### src/verilog/uart_pkg.sv
package uart_pkg;

  // command word as presented by the host.
  localparam int CMD_WIDTH = 16;

  // one frame is a start bit, the data bits, an odd parity bit and a stop bit.
  localparam int DATA_BITS  = 8;
  localparam int FRAME_BITS = DATA_BITS + 3;

  // bit 15 of the command word.
  typedef enum logic {
    OP_READ  = 1'b0,
    OP_WRITE = 1'b1
  } cmd_op_e;

  // result reported to the host together with cmd_ack.
  typedef enum logic [1:0] {
    ST_OK      = 2'd0,
    ST_PARITY  = 2'd1,
    ST_FRAMING = 2'd2,
    ST_TIMEOUT = 2'd3
  } resp_status_e;

  typedef enum logic [2:0] {
    S_IDLE      = 3'd0,
    S_SEND_HI   = 3'd1,
    S_GAP       = 3'd2,
    S_SEND_LO   = 3'd3,
    S_WAIT_RESP = 3'd4,
    S_ACK       = 3'd5
  } ctrl_state_e;

endpackage

### src/verilog/uart_cmd_bridge.sv
`timescale 1ns/1ps

module uart_cmd_bridge #(
  parameter int CLKS_PER_BIT = 434,
  parameter int GAP_CYCLES   = 100,
  parameter int RESP_TIMEOUT = 20000
) (
  input  logic                           clk,
  input  logic                           rst_n,
  input  logic                           cmd_req,
  input  logic [uart_pkg::CMD_WIDTH-1:0] cmd_word,
  output logic                           cmd_ack,
  output logic [uart_pkg::DATA_BITS-1:0] rd_data,
  output uart_pkg::resp_status_e         status,
  output logic                           tx,
  input  logic                           rx
);

  import uart_pkg::*;

  logic                 tx_start;
  logic [DATA_BITS-1:0] tx_data;
  logic                 tx_busy;
  logic                 rx_arm;
  logic                 rx_started;
  logic                 rx_done;
  logic [DATA_BITS-1:0] rx_data;
  logic                 rx_parity_err;
  logic                 rx_frame_err;

  uart_cmd_ctrl #(
    .GAP_CYCLES   (GAP_CYCLES),
    .RESP_TIMEOUT (RESP_TIMEOUT)
  ) u_ctrl (
    .clk           (clk),
    .rst_n         (rst_n),
    .cmd_req       (cmd_req),
    .cmd_word      (cmd_word),
    .cmd_ack       (cmd_ack),
    .rd_data       (rd_data),
    .status        (status),
    .tx_start      (tx_start),
    .tx_data       (tx_data),
    .tx_busy       (tx_busy),
    .rx_arm        (rx_arm),
    .rx_started    (rx_started),
    .rx_done       (rx_done),
    .rx_data       (rx_data),
    .rx_parity_err (rx_parity_err),
    .rx_frame_err  (rx_frame_err)
  );

  uart_tx #(
    .CLKS_PER_BIT (CLKS_PER_BIT)
  ) u_tx (
    .clk      (clk),
    .rst_n    (rst_n),
    .tx_start (tx_start),
    .tx_data  (tx_data),
    .tx_busy  (tx_busy),
    .tx       (tx)
  );

  uart_rx #(
    .CLKS_PER_BIT (CLKS_PER_BIT)
  ) u_rx (
    .clk           (clk),
    .rst_n         (rst_n),
    .rx_arm        (rx_arm),
    .rx            (rx),
    .rx_started    (rx_started),
    .rx_done       (rx_done),
    .rx_data       (rx_data),
    .rx_parity_err (rx_parity_err),
    .rx_frame_err  (rx_frame_err)
  );

endmodule

### src/verilog/uart_cmd_ctrl.sv
`timescale 1ns/1ps

module uart_cmd_ctrl #(
  parameter int GAP_CYCLES   = 100,
  parameter int RESP_TIMEOUT = 20000
) (
  input  logic                           clk,
  input  logic                           rst_n,
  input  logic                           cmd_req,
  input  logic [uart_pkg::CMD_WIDTH-1:0] cmd_word,
  output logic                           cmd_ack,
  output logic [uart_pkg::DATA_BITS-1:0] rd_data,
  output uart_pkg::resp_status_e         status,
  output logic                           tx_start,
  output logic [uart_pkg::DATA_BITS-1:0] tx_data,
  input  logic                           tx_busy,
  output logic                           rx_arm,
  input  logic                           rx_started,
  input  logic                           rx_done,
  input  logic [uart_pkg::DATA_BITS-1:0] rx_data,
  input  logic                           rx_parity_err,
  input  logic                           rx_frame_err
);

  import uart_pkg::*;

  localparam int GAP_W = $clog2(GAP_CYCLES + 1);
  localparam int TMO_W = $clog2(RESP_TIMEOUT + 1);

  localparam logic [GAP_W-1:0] GAP_LAST = GAP_W'(GAP_CYCLES - 1);
  // counting starts one cycle after the address frame ends.
  localparam logic [TMO_W-1:0] TMO_LAST = TMO_W'(RESP_TIMEOUT - 2);

  ctrl_state_e          state_q;
  ctrl_state_e          state_d;
  cmd_op_e              op;
  logic [CMD_WIDTH-1:0] cmd_q;
  logic [GAP_W-1:0]     gap_cnt;
  logic [TMO_W-1:0]     tmo_cnt;
  logic                 resp_seen;
  logic                 start_cmd;
  logic                 frame_sent;
  logic                 gap_done;
  logic                 timed_out;

  assign op         = cmd_op_e'(cmd_q[CMD_WIDTH-1]);
  assign start_cmd  = (state_q == S_IDLE) && cmd_req;
  // tx_busy only rises the cycle after tx_start, so both must be low.
  assign frame_sent = !tx_busy && !tx_start;
  assign gap_done   = (gap_cnt == GAP_LAST);
  assign timed_out  = !resp_seen && !rx_started && (tmo_cnt == TMO_LAST);
  assign rx_arm     = (state_q == S_WAIT_RESP);

  always_comb
  begin
    state_d = state_q;
    case (state_q)
      S_IDLE:
        if (cmd_req)
          state_d = S_SEND_HI;
      S_SEND_HI:
        if (frame_sent)
          state_d = (op == OP_WRITE) ? S_GAP : S_WAIT_RESP;
      S_GAP:
        if (gap_done)
          state_d = S_SEND_LO;
      S_SEND_LO:
        if (frame_sent)
          state_d = S_ACK;
      S_WAIT_RESP:
        if (rx_done || timed_out)
          state_d = S_ACK;
      S_ACK:
        if (!cmd_req)
          state_d = S_IDLE;
      default:
        state_d = S_IDLE;
    endcase
  end

  always_ff @(posedge clk or negedge rst_n)
  begin
    if (!rst_n)
    begin
      state_q   <= S_IDLE;
      cmd_ack   <= 1'b0;
      rd_data   <= '0;
      status    <= ST_OK;
      tx_start  <= 1'b0;
      gap_cnt   <= '0;
      tmo_cnt   <= '0;
      resp_seen <= 1'b0;
    end
    else
    begin
      state_q  <= state_d;
      cmd_ack  <= (state_d == S_ACK);
      tx_start <= start_cmd || ((state_q == S_GAP) && gap_done);
      gap_cnt  <= (state_q == S_GAP) ? gap_cnt + 1'b1 : '0;

      if (state_q == S_WAIT_RESP)
      begin
        if (rx_started)
          resp_seen <= 1'b1;
        if (!resp_seen)
          tmo_cnt <= tmo_cnt + 1'b1;
      end
      else
      begin
        resp_seen <= 1'b0;
        tmo_cnt   <= '0;
      end

      if (start_cmd)
      begin
        rd_data <= '0;
        status  <= ST_OK;
      end
      else if (state_q == S_WAIT_RESP)
      begin
        if (rx_done)
        begin
          rd_data <= rx_data;
          status  <= rx_frame_err ? ST_FRAMING : (rx_parity_err ? ST_PARITY : ST_OK);
        end
        else if (timed_out)
        begin
          status <= ST_TIMEOUT;
        end
      end
    end
  end

  // the high byte goes first, the low byte follows only for a write.
  always_ff @(posedge clk)
  begin
    if (start_cmd)
    begin
      cmd_q   <= cmd_word;
      tx_data <= cmd_word[CMD_WIDTH-1 -: DATA_BITS];
    end
    else if ((state_q == S_GAP) && gap_done)
    begin
      tx_data <= cmd_q[DATA_BITS-1:0];
    end
  end

  a_ack_held_with_req: assert property (
    @(posedge clk) disable iff (!rst_n) cmd_ack && cmd_req |=> cmd_ack
  );

  a_word_stable: assert property (
    @(posedge clk) disable iff (!rst_n)
    $past(cmd_req && !cmd_ack) && cmd_req && !cmd_ack |-> $stable(cmd_word)
  );

endmodule

### src/verilog/uart_rx.sv
`timescale 1ns/1ps

module uart_rx #(
  parameter int CLKS_PER_BIT = 434
) (
  input  logic                           clk,
  input  logic                           rst_n,
  input  logic                           rx_arm,
  input  logic                           rx,
  output logic                           rx_started,
  output logic                           rx_done,
  output logic [uart_pkg::DATA_BITS-1:0] rx_data,
  output logic                           rx_parity_err,
  output logic                           rx_frame_err
);

  import uart_pkg::*;

  localparam int BAUD_W = $clog2(CLKS_PER_BIT + 1);
  localparam int IDX_W  = $clog2(FRAME_BITS + 1);

  localparam logic [BAUD_W-1:0] BAUD_LAST = BAUD_W'(CLKS_PER_BIT - 1);
  localparam logic [BAUD_W-1:0] HALF_LAST = BAUD_W'(CLKS_PER_BIT / 2 - 1);
  localparam logic [IDX_W-1:0]  PAR_IDX   = IDX_W'(FRAME_BITS - 2);
  localparam logic [IDX_W-1:0]  STOP_IDX  = IDX_W'(FRAME_BITS - 1);
  // one extra half bit after the stop sample marks the end of the frame.
  localparam logic [IDX_W-1:0]  END_IDX   = IDX_W'(FRAME_BITS);

  logic [2:0]           rx_sync;
  logic                 line;
  logic                 fall_edge;
  logic                 active;
  logic [IDX_W-1:0]     bit_idx;
  logic [BAUD_W-1:0]    baud_cnt;
  logic                 half_phase;
  logic                 sample_tick;
  logic                 sample_en;
  logic [DATA_BITS-1:0] shift_q;
  logic                 par_q;
  logic                 stop_q;

  assign line      = rx_sync[1];
  assign fall_edge = rx_sync[2] && !rx_sync[1];

  // start and end phases are half a bit long, the rest a full bit from mid to mid.
  assign half_phase  = (bit_idx == '0) || (bit_idx == END_IDX);
  assign sample_tick = half_phase ? (baud_cnt == HALF_LAST) : (baud_cnt == BAUD_LAST);
  assign sample_en   = rx_arm && active && sample_tick;

  always_ff @(posedge clk or negedge rst_n)
  begin
    if (!rst_n)
    begin
      rx_sync    <= '1;
      active     <= 1'b0;
      bit_idx    <= '0;
      baud_cnt   <= '0;
      rx_started <= 1'b0;
      rx_done    <= 1'b0;
    end
    else
    begin
      rx_sync    <= {rx_sync[1:0], rx};
      rx_started <= 1'b0;
      rx_done    <= 1'b0;
      if (!rx_arm)
      begin
        active <= 1'b0;
      end
      else if (!active)
      begin
        if (fall_edge)
        begin
          active   <= 1'b1;
          bit_idx  <= '0;
          baud_cnt <= '0;
        end
      end
      else if (sample_tick)
      begin
        baud_cnt <= '0;
        bit_idx  <= bit_idx + 1'b1;
        if (bit_idx == '0)
        begin
          if (line)
            active <= 1'b0;  // glitch, not a start bit
          else
            rx_started <= 1'b1;
        end
        else if (bit_idx == END_IDX)
        begin
          active  <= 1'b0;
          rx_done <= 1'b1;
        end
      end
      else
      begin
        baud_cnt <= baud_cnt + 1'b1;
      end
    end
  end

  always_ff @(posedge clk)
  begin
    if (sample_en)
    begin
      if (bit_idx != '0 && bit_idx < PAR_IDX)
        shift_q <= {line, shift_q[DATA_BITS-1:1]};
      if (bit_idx == PAR_IDX)
        par_q <= line;
      if (bit_idx == STOP_IDX)
        stop_q <= line;
      if (bit_idx == END_IDX)
      begin
        rx_data       <= shift_q;
        rx_parity_err <= ~^{shift_q, par_q};
        rx_frame_err  <= ~stop_q;
      end
    end
  end

  a_started_done_exclusive: assert property (
    @(posedge clk) disable iff (!rst_n) !(rx_started && rx_done)
  );

endmodule

### src/verilog/uart_tx.sv
`timescale 1ns/1ps

module uart_tx #(
  parameter int CLKS_PER_BIT = 434
) (
  input  logic                           clk,
  input  logic                           rst_n,
  input  logic                           tx_start,
  input  logic [uart_pkg::DATA_BITS-1:0] tx_data,
  output logic                           tx_busy,
  output logic                           tx
);

  import uart_pkg::*;

  localparam int BAUD_W = $clog2(CLKS_PER_BIT + 1);
  localparam int CNT_W  = $clog2(FRAME_BITS);

  localparam logic [BAUD_W-1:0] BAUD_LAST = BAUD_W'(CLKS_PER_BIT - 1);
  localparam logic [CNT_W-1:0]  LAST_BIT  = CNT_W'(FRAME_BITS - 1);

  // everything after the start bit: data lsb first, parity, stop.
  logic [FRAME_BITS-2:0] shift_q;
  logic [CNT_W-1:0]      bit_cnt;
  logic [BAUD_W-1:0]     baud_cnt;
  logic                  load;
  logic                  baud_tick;

  assign load      = tx_start && !tx_busy;
  assign baud_tick = (baud_cnt == BAUD_LAST);

  always_ff @(posedge clk)
  begin
    if (load)
    begin
      // odd parity makes the count of ones over data and parity odd.
      shift_q <= {1'b1, ~^tx_data, tx_data};
    end
    else if (tx_busy && baud_tick)
    begin
      shift_q <= shift_q >> 1;
    end
  end

  always_ff @(posedge clk or negedge rst_n)
  begin
    if (!rst_n)
    begin
      tx_busy  <= 1'b0;
      tx       <= 1'b1;
      bit_cnt  <= '0;
      baud_cnt <= '0;
    end
    else if (load)
    begin
      // the start bit goes out on the cycle after tx_start.
      tx_busy  <= 1'b1;
      tx       <= 1'b0;
      bit_cnt  <= '0;
      baud_cnt <= '0;
    end
    else if (tx_busy)
    begin
      if (baud_tick)
      begin
        baud_cnt <= '0;
        if (bit_cnt == LAST_BIT)
        begin
          tx_busy <= 1'b0;
          tx      <= 1'b1;
        end
        else
        begin
          tx      <= shift_q[0];
          bit_cnt <= bit_cnt + 1'b1;
        end
      end
      else
      begin
        baud_cnt <= baud_cnt + 1'b1;
      end
    end
  end

  // the controller must wait for the current frame before starting another.
  a_no_start_while_busy: assert property (
    @(posedge clk) disable iff (!rst_n) !(tx_start && tx_busy)
  );

endmodule
### config.mk
export PLATFORM = sky130hd
export DESIGN_NAME = uart_cmd_bridge
export DESIGN_NICKNAME = d
export VERILOG_FILES = /design/src/verilog/uart_pkg.sv /design/src/verilog/uart_cmd_bridge.sv /design/src/verilog/uart_cmd_ctrl.sv /design/src/verilog/uart_rx.sv /design/src/verilog/uart_tx.sv
export SDC_FILE = /design/constraint.sdc
export NUM_CORES = 1
export LEC_CHECK = 0
export BUFFER_PORTS_ARGS = -buffer_cell sky130_fd_sc_hd__buf_2
export CELL_PAD_IN_SITES_DETAIL_PLACEMENT = 1
export CELL_PAD_IN_SITES_GLOBAL_PLACEMENT = 1
export CORE_MARGIN = 4
export CORE_UTILIZATION = 53
export DETAILED_ROUTE_END_ITERATION = 7
export HOLD_SLACK_MARGIN = 0.03
export PLACE_DENSITY = 0.85
export SLEW_MARGIN = 20
export SYNTH_ARGS = -nofsm -noshare
export SYNTH_HDL_FRONTEND = slang
export SYNTH_HIERARCHICAL = 1
export SYNTH_SLANG_ARGS = --single-unit
### constraint.sdc
create_clock -name clk -period 4.86 [get_ports clk]
set_input_delay 0.972 -clock clk [delete_from_list [all_inputs] [get_ports clk]]
set_output_delay 0.972 -clock clk [all_outputs]
set_load 0.05 [all_outputs]
==> impl_metrics.ini <==
[run_status]
outcome = completed

[layout]
area_growth_pct = 14.0
utilization_pct = 62.3
final_layout_size_suffix_gt1_share_pct = 20.6
final_cell_mix = 68 x dfrtp_1, 59 x nand2_1, 46 x edfxtp_1, 35 x nor2_1, 30 x buf_2
layout_commonest_cell = dfrtp_1
final_cell_area_mm2 = 0.00646
final_nets = 557
layoutNonFillerInstCount = 675

[clock_tree]
cts.sinks = 119
cts-hold-fix-buffers = 0
clkTransAtPathRegs_ns = 0.05
insertion_delay_ns = 0.53
h-tree-depth = 4
cts_made_buffers = 17
root_buffer = clkbuf_8
cts_tree = yes
clockBufferDepth = 2
post_cts_resized = 0
cts_setup_buffers = 0

[synthesis]
synthCells = 489
synthXorXnorAreaFrac_pct = 5.41
synth_top_flop_cell = dfrtp_1
synth-simple-area-share_pct = 19.0
synthDominantCellAreaShare_pct = 30.0
post_synth_instance_area_mm2 = 0.00567
synth-edff-count = 46
ys_seq_area_share_pct = 56.6
synth_top_family_by_area = simple AND/OR/NAND/NOR gates
avgSynthCellArea_um2 = 11.6
ys_ff_latch = 119
synth_cell_types = 72
synth_top_area_cell = dfrtp_1
ys_top_cells_by_area = dfrtp_1 30%, edfxtp_1 24%, nand2_1 3.9%
synthAdderAreaFrac_pct = 2.65
yosys_warnings = 6
synth_compound_area_share_pct = 10.2
async_flop_share_pct = 60.5
muxShareOfSynthArea_pct = 2.87
synth_fp_nets = 521

[global_route]
grt_max_degree = 45
grt_pass1_vias = 4508
antenna_found_initial = 1
grt_pass1_wl_um = 23900
grt_use_total_pct = 24.5
grt-ovfl-total = 0

[floorplanning]
start_util_pct = 54.6
die_h_um = 111
die_w_um = 111
die_area_mm2 = 0.0124
rows = 37
fp.coreArea_mm2 = 0.0104
io_pins = 32

[worst_hold_path]
hold_start = u_rx/rx_sync[0]
min_to = u_rx/rx_sync[1]
hold_path_class = reg2reg
min_path_cells = 0

[route]
routed-wl-met2_um = 7840
viasPerCell = 5.95
drtAntennaViolNets = 0
post_drt_wl_per_cell_um = 21.4
drtIter0Drc = 268
vias = 4017
drtPass1Iterations = 4
remaining_drc_errors = 0
m1WireLength_um = 5840
wl_met3_um = 413
finalWirelength_um = 14400
routed.top_layer = met4

[setup_path]
rr_startpoint = u_rx/bit_idx[1]
cp.required_ns = 5.01
rrSetupSlack_ns = 1.67
ff2ff_path_depth = 6
crit_fanout = 10
timing.rr.end = u_rx/rx_data[1]
crit_type = reg2reg
start_kind = flop
end_kind = flop
cp.arrival_ns = 3.33

[pwr]
power.density_mw_per_mm2 = 404
leakagePower_nw = 2.55
peakVddDrop_uv = 418

[sta]
holdWs_ns = 0.356
timing.final.crit_share_pct = 65.5
fin_crit_ns = 3.19
tightest_slew_ns = 0.973
relSlewSlack_pct = 34.7
setup_viol = 0
final_max_slew_viol_count = 0
finalHoldViolations = 0
fmax_mhz = 314
tns_ns = 0
rsz0062_at_grt = no
fin_skew_ns = 0.00906

[placement]
hpwl_um = 9150
gp_congestion = 0.795
io_buffers = 31
dpl_cell_area_mm2 = 0.00589
placedCellCount = 642

[job]
cap_violations = 0
[how the worst max path moves through the flow]
stage | from | to | slack (ns) | depth (start not counted)
4_1_cts | u_rx/bit_idx[1] | u_rx/rx_data[4] | 1.71 | 6
3_5_place_dp | u_rx/bit_idx[0] | u_rx/rx_data[7] | 1.75 | 6
6_report | u_rx/bit_idx[1] | u_rx/rx_data[1] | 1.67 | 6
5_1_grt | u_rx/bit_idx[0] | u_rx/rx_data[2] | 1.48 | 6
3_3_place_gp | u_rx/bit_idx[0] | u_rx/rx_data[7] | 1.95 | 6
2_1_floorplan | u_rx/bit_idx[0] | u_rx/rx_data[0] | 2.14 | 7
[critical path, cell delays in order, from the launching register on]
cell and delay, ns:
dfrtp_1 0.42, inv_1 0.14, ha_1 0.20, mux2i_1 0.17, or4_1 0.64, a2111o_1 0.57
nor2_1 0.66
[registers in the layout (all words and copies together), names as in the netlist, 7 cells and up]
register        count
u_ctrl/tmo_cnt     15
u_tx/shift_q       10
u_ctrl/cmd_q        9
u_rx/baud_cnt       9
u_tx/baud_cnt       9
u_ctrl/rd_data      8
u_ctrl/tx_data      8
u_rx/rx_data        8
u_rx/shift_q        8
u_ctrl/gap_cnt      7
[through the flow]
stage          total power, mW  setup WS, ns
3_3_place_gp              1.42          1.95
4_1_cts                   2.63          1.71
5_1_grt                   2.71          1.48
3_5_place_dp              1.44          1.75
6_report                  2.61          1.67
2_1_floorplan             1.34          2.14
[kinds of logic after synthesis]
logic type,after synthesis
compound gates,85
xor+xnor,35
fa+ha+maj,12
buf+inv,32
flops,119
mux,15
simple gates,191
[power breakdown]
group | total, mW | internal [mW] | switching [mW] | leakage (nW)
logic | 0.280 | 0.0755 | 0.205 | 0.911
registers | 1.15 | 1.11 | 0.0414 | 1.36
clock network | 1.18 | 0.752 | 0.433 | 0.276
[routing by layer]
metal / GRT usage (%) / vias up
li1: - / 1832
met1: 28.2 / 2068
met2: 43.6 / 79
met3: 6.36 / 38
met4: 10.1 / 0
met5: 0 / -
[area by class of cell]
cell class / instances / area (um^2)
Clock buffer: 23 / 457
Fill cell: 1088 / 3910
Multi-Input combinational cell: 338 / 2280
Tap cell: 136 / 170
Timing Repair Buffer: 33 / 173
Sequential cell: 119 / 3210
Inverter: 16 / 67.6
Clock inverter: 9 / 101
Antenna cell: 1 / 2.50
[cells in the mapped netlist, types with 4 or more instances]
library cell,instances
dfstp_2,4
a211oi_1,4
or3_1,12
ha_1,12
buf_2,5
dfrtp_1,68
nand2_2,8
o21ai_2,9
o31ai_1,4
nor2_1,35
nand2_1,59
nand3_1,17
clkbuf_1,7
mux2i_1,5
edfxtp_1,46
a21oi_1,16
o2111ai_1,5
mux2_2,8
xnor2_1,24
xor2_1,11
nor3_1,12
inv_1,14
nor4_2,5
o21ai_0,23
nor2b_1,6
Power figures use the tool's default switching activity.
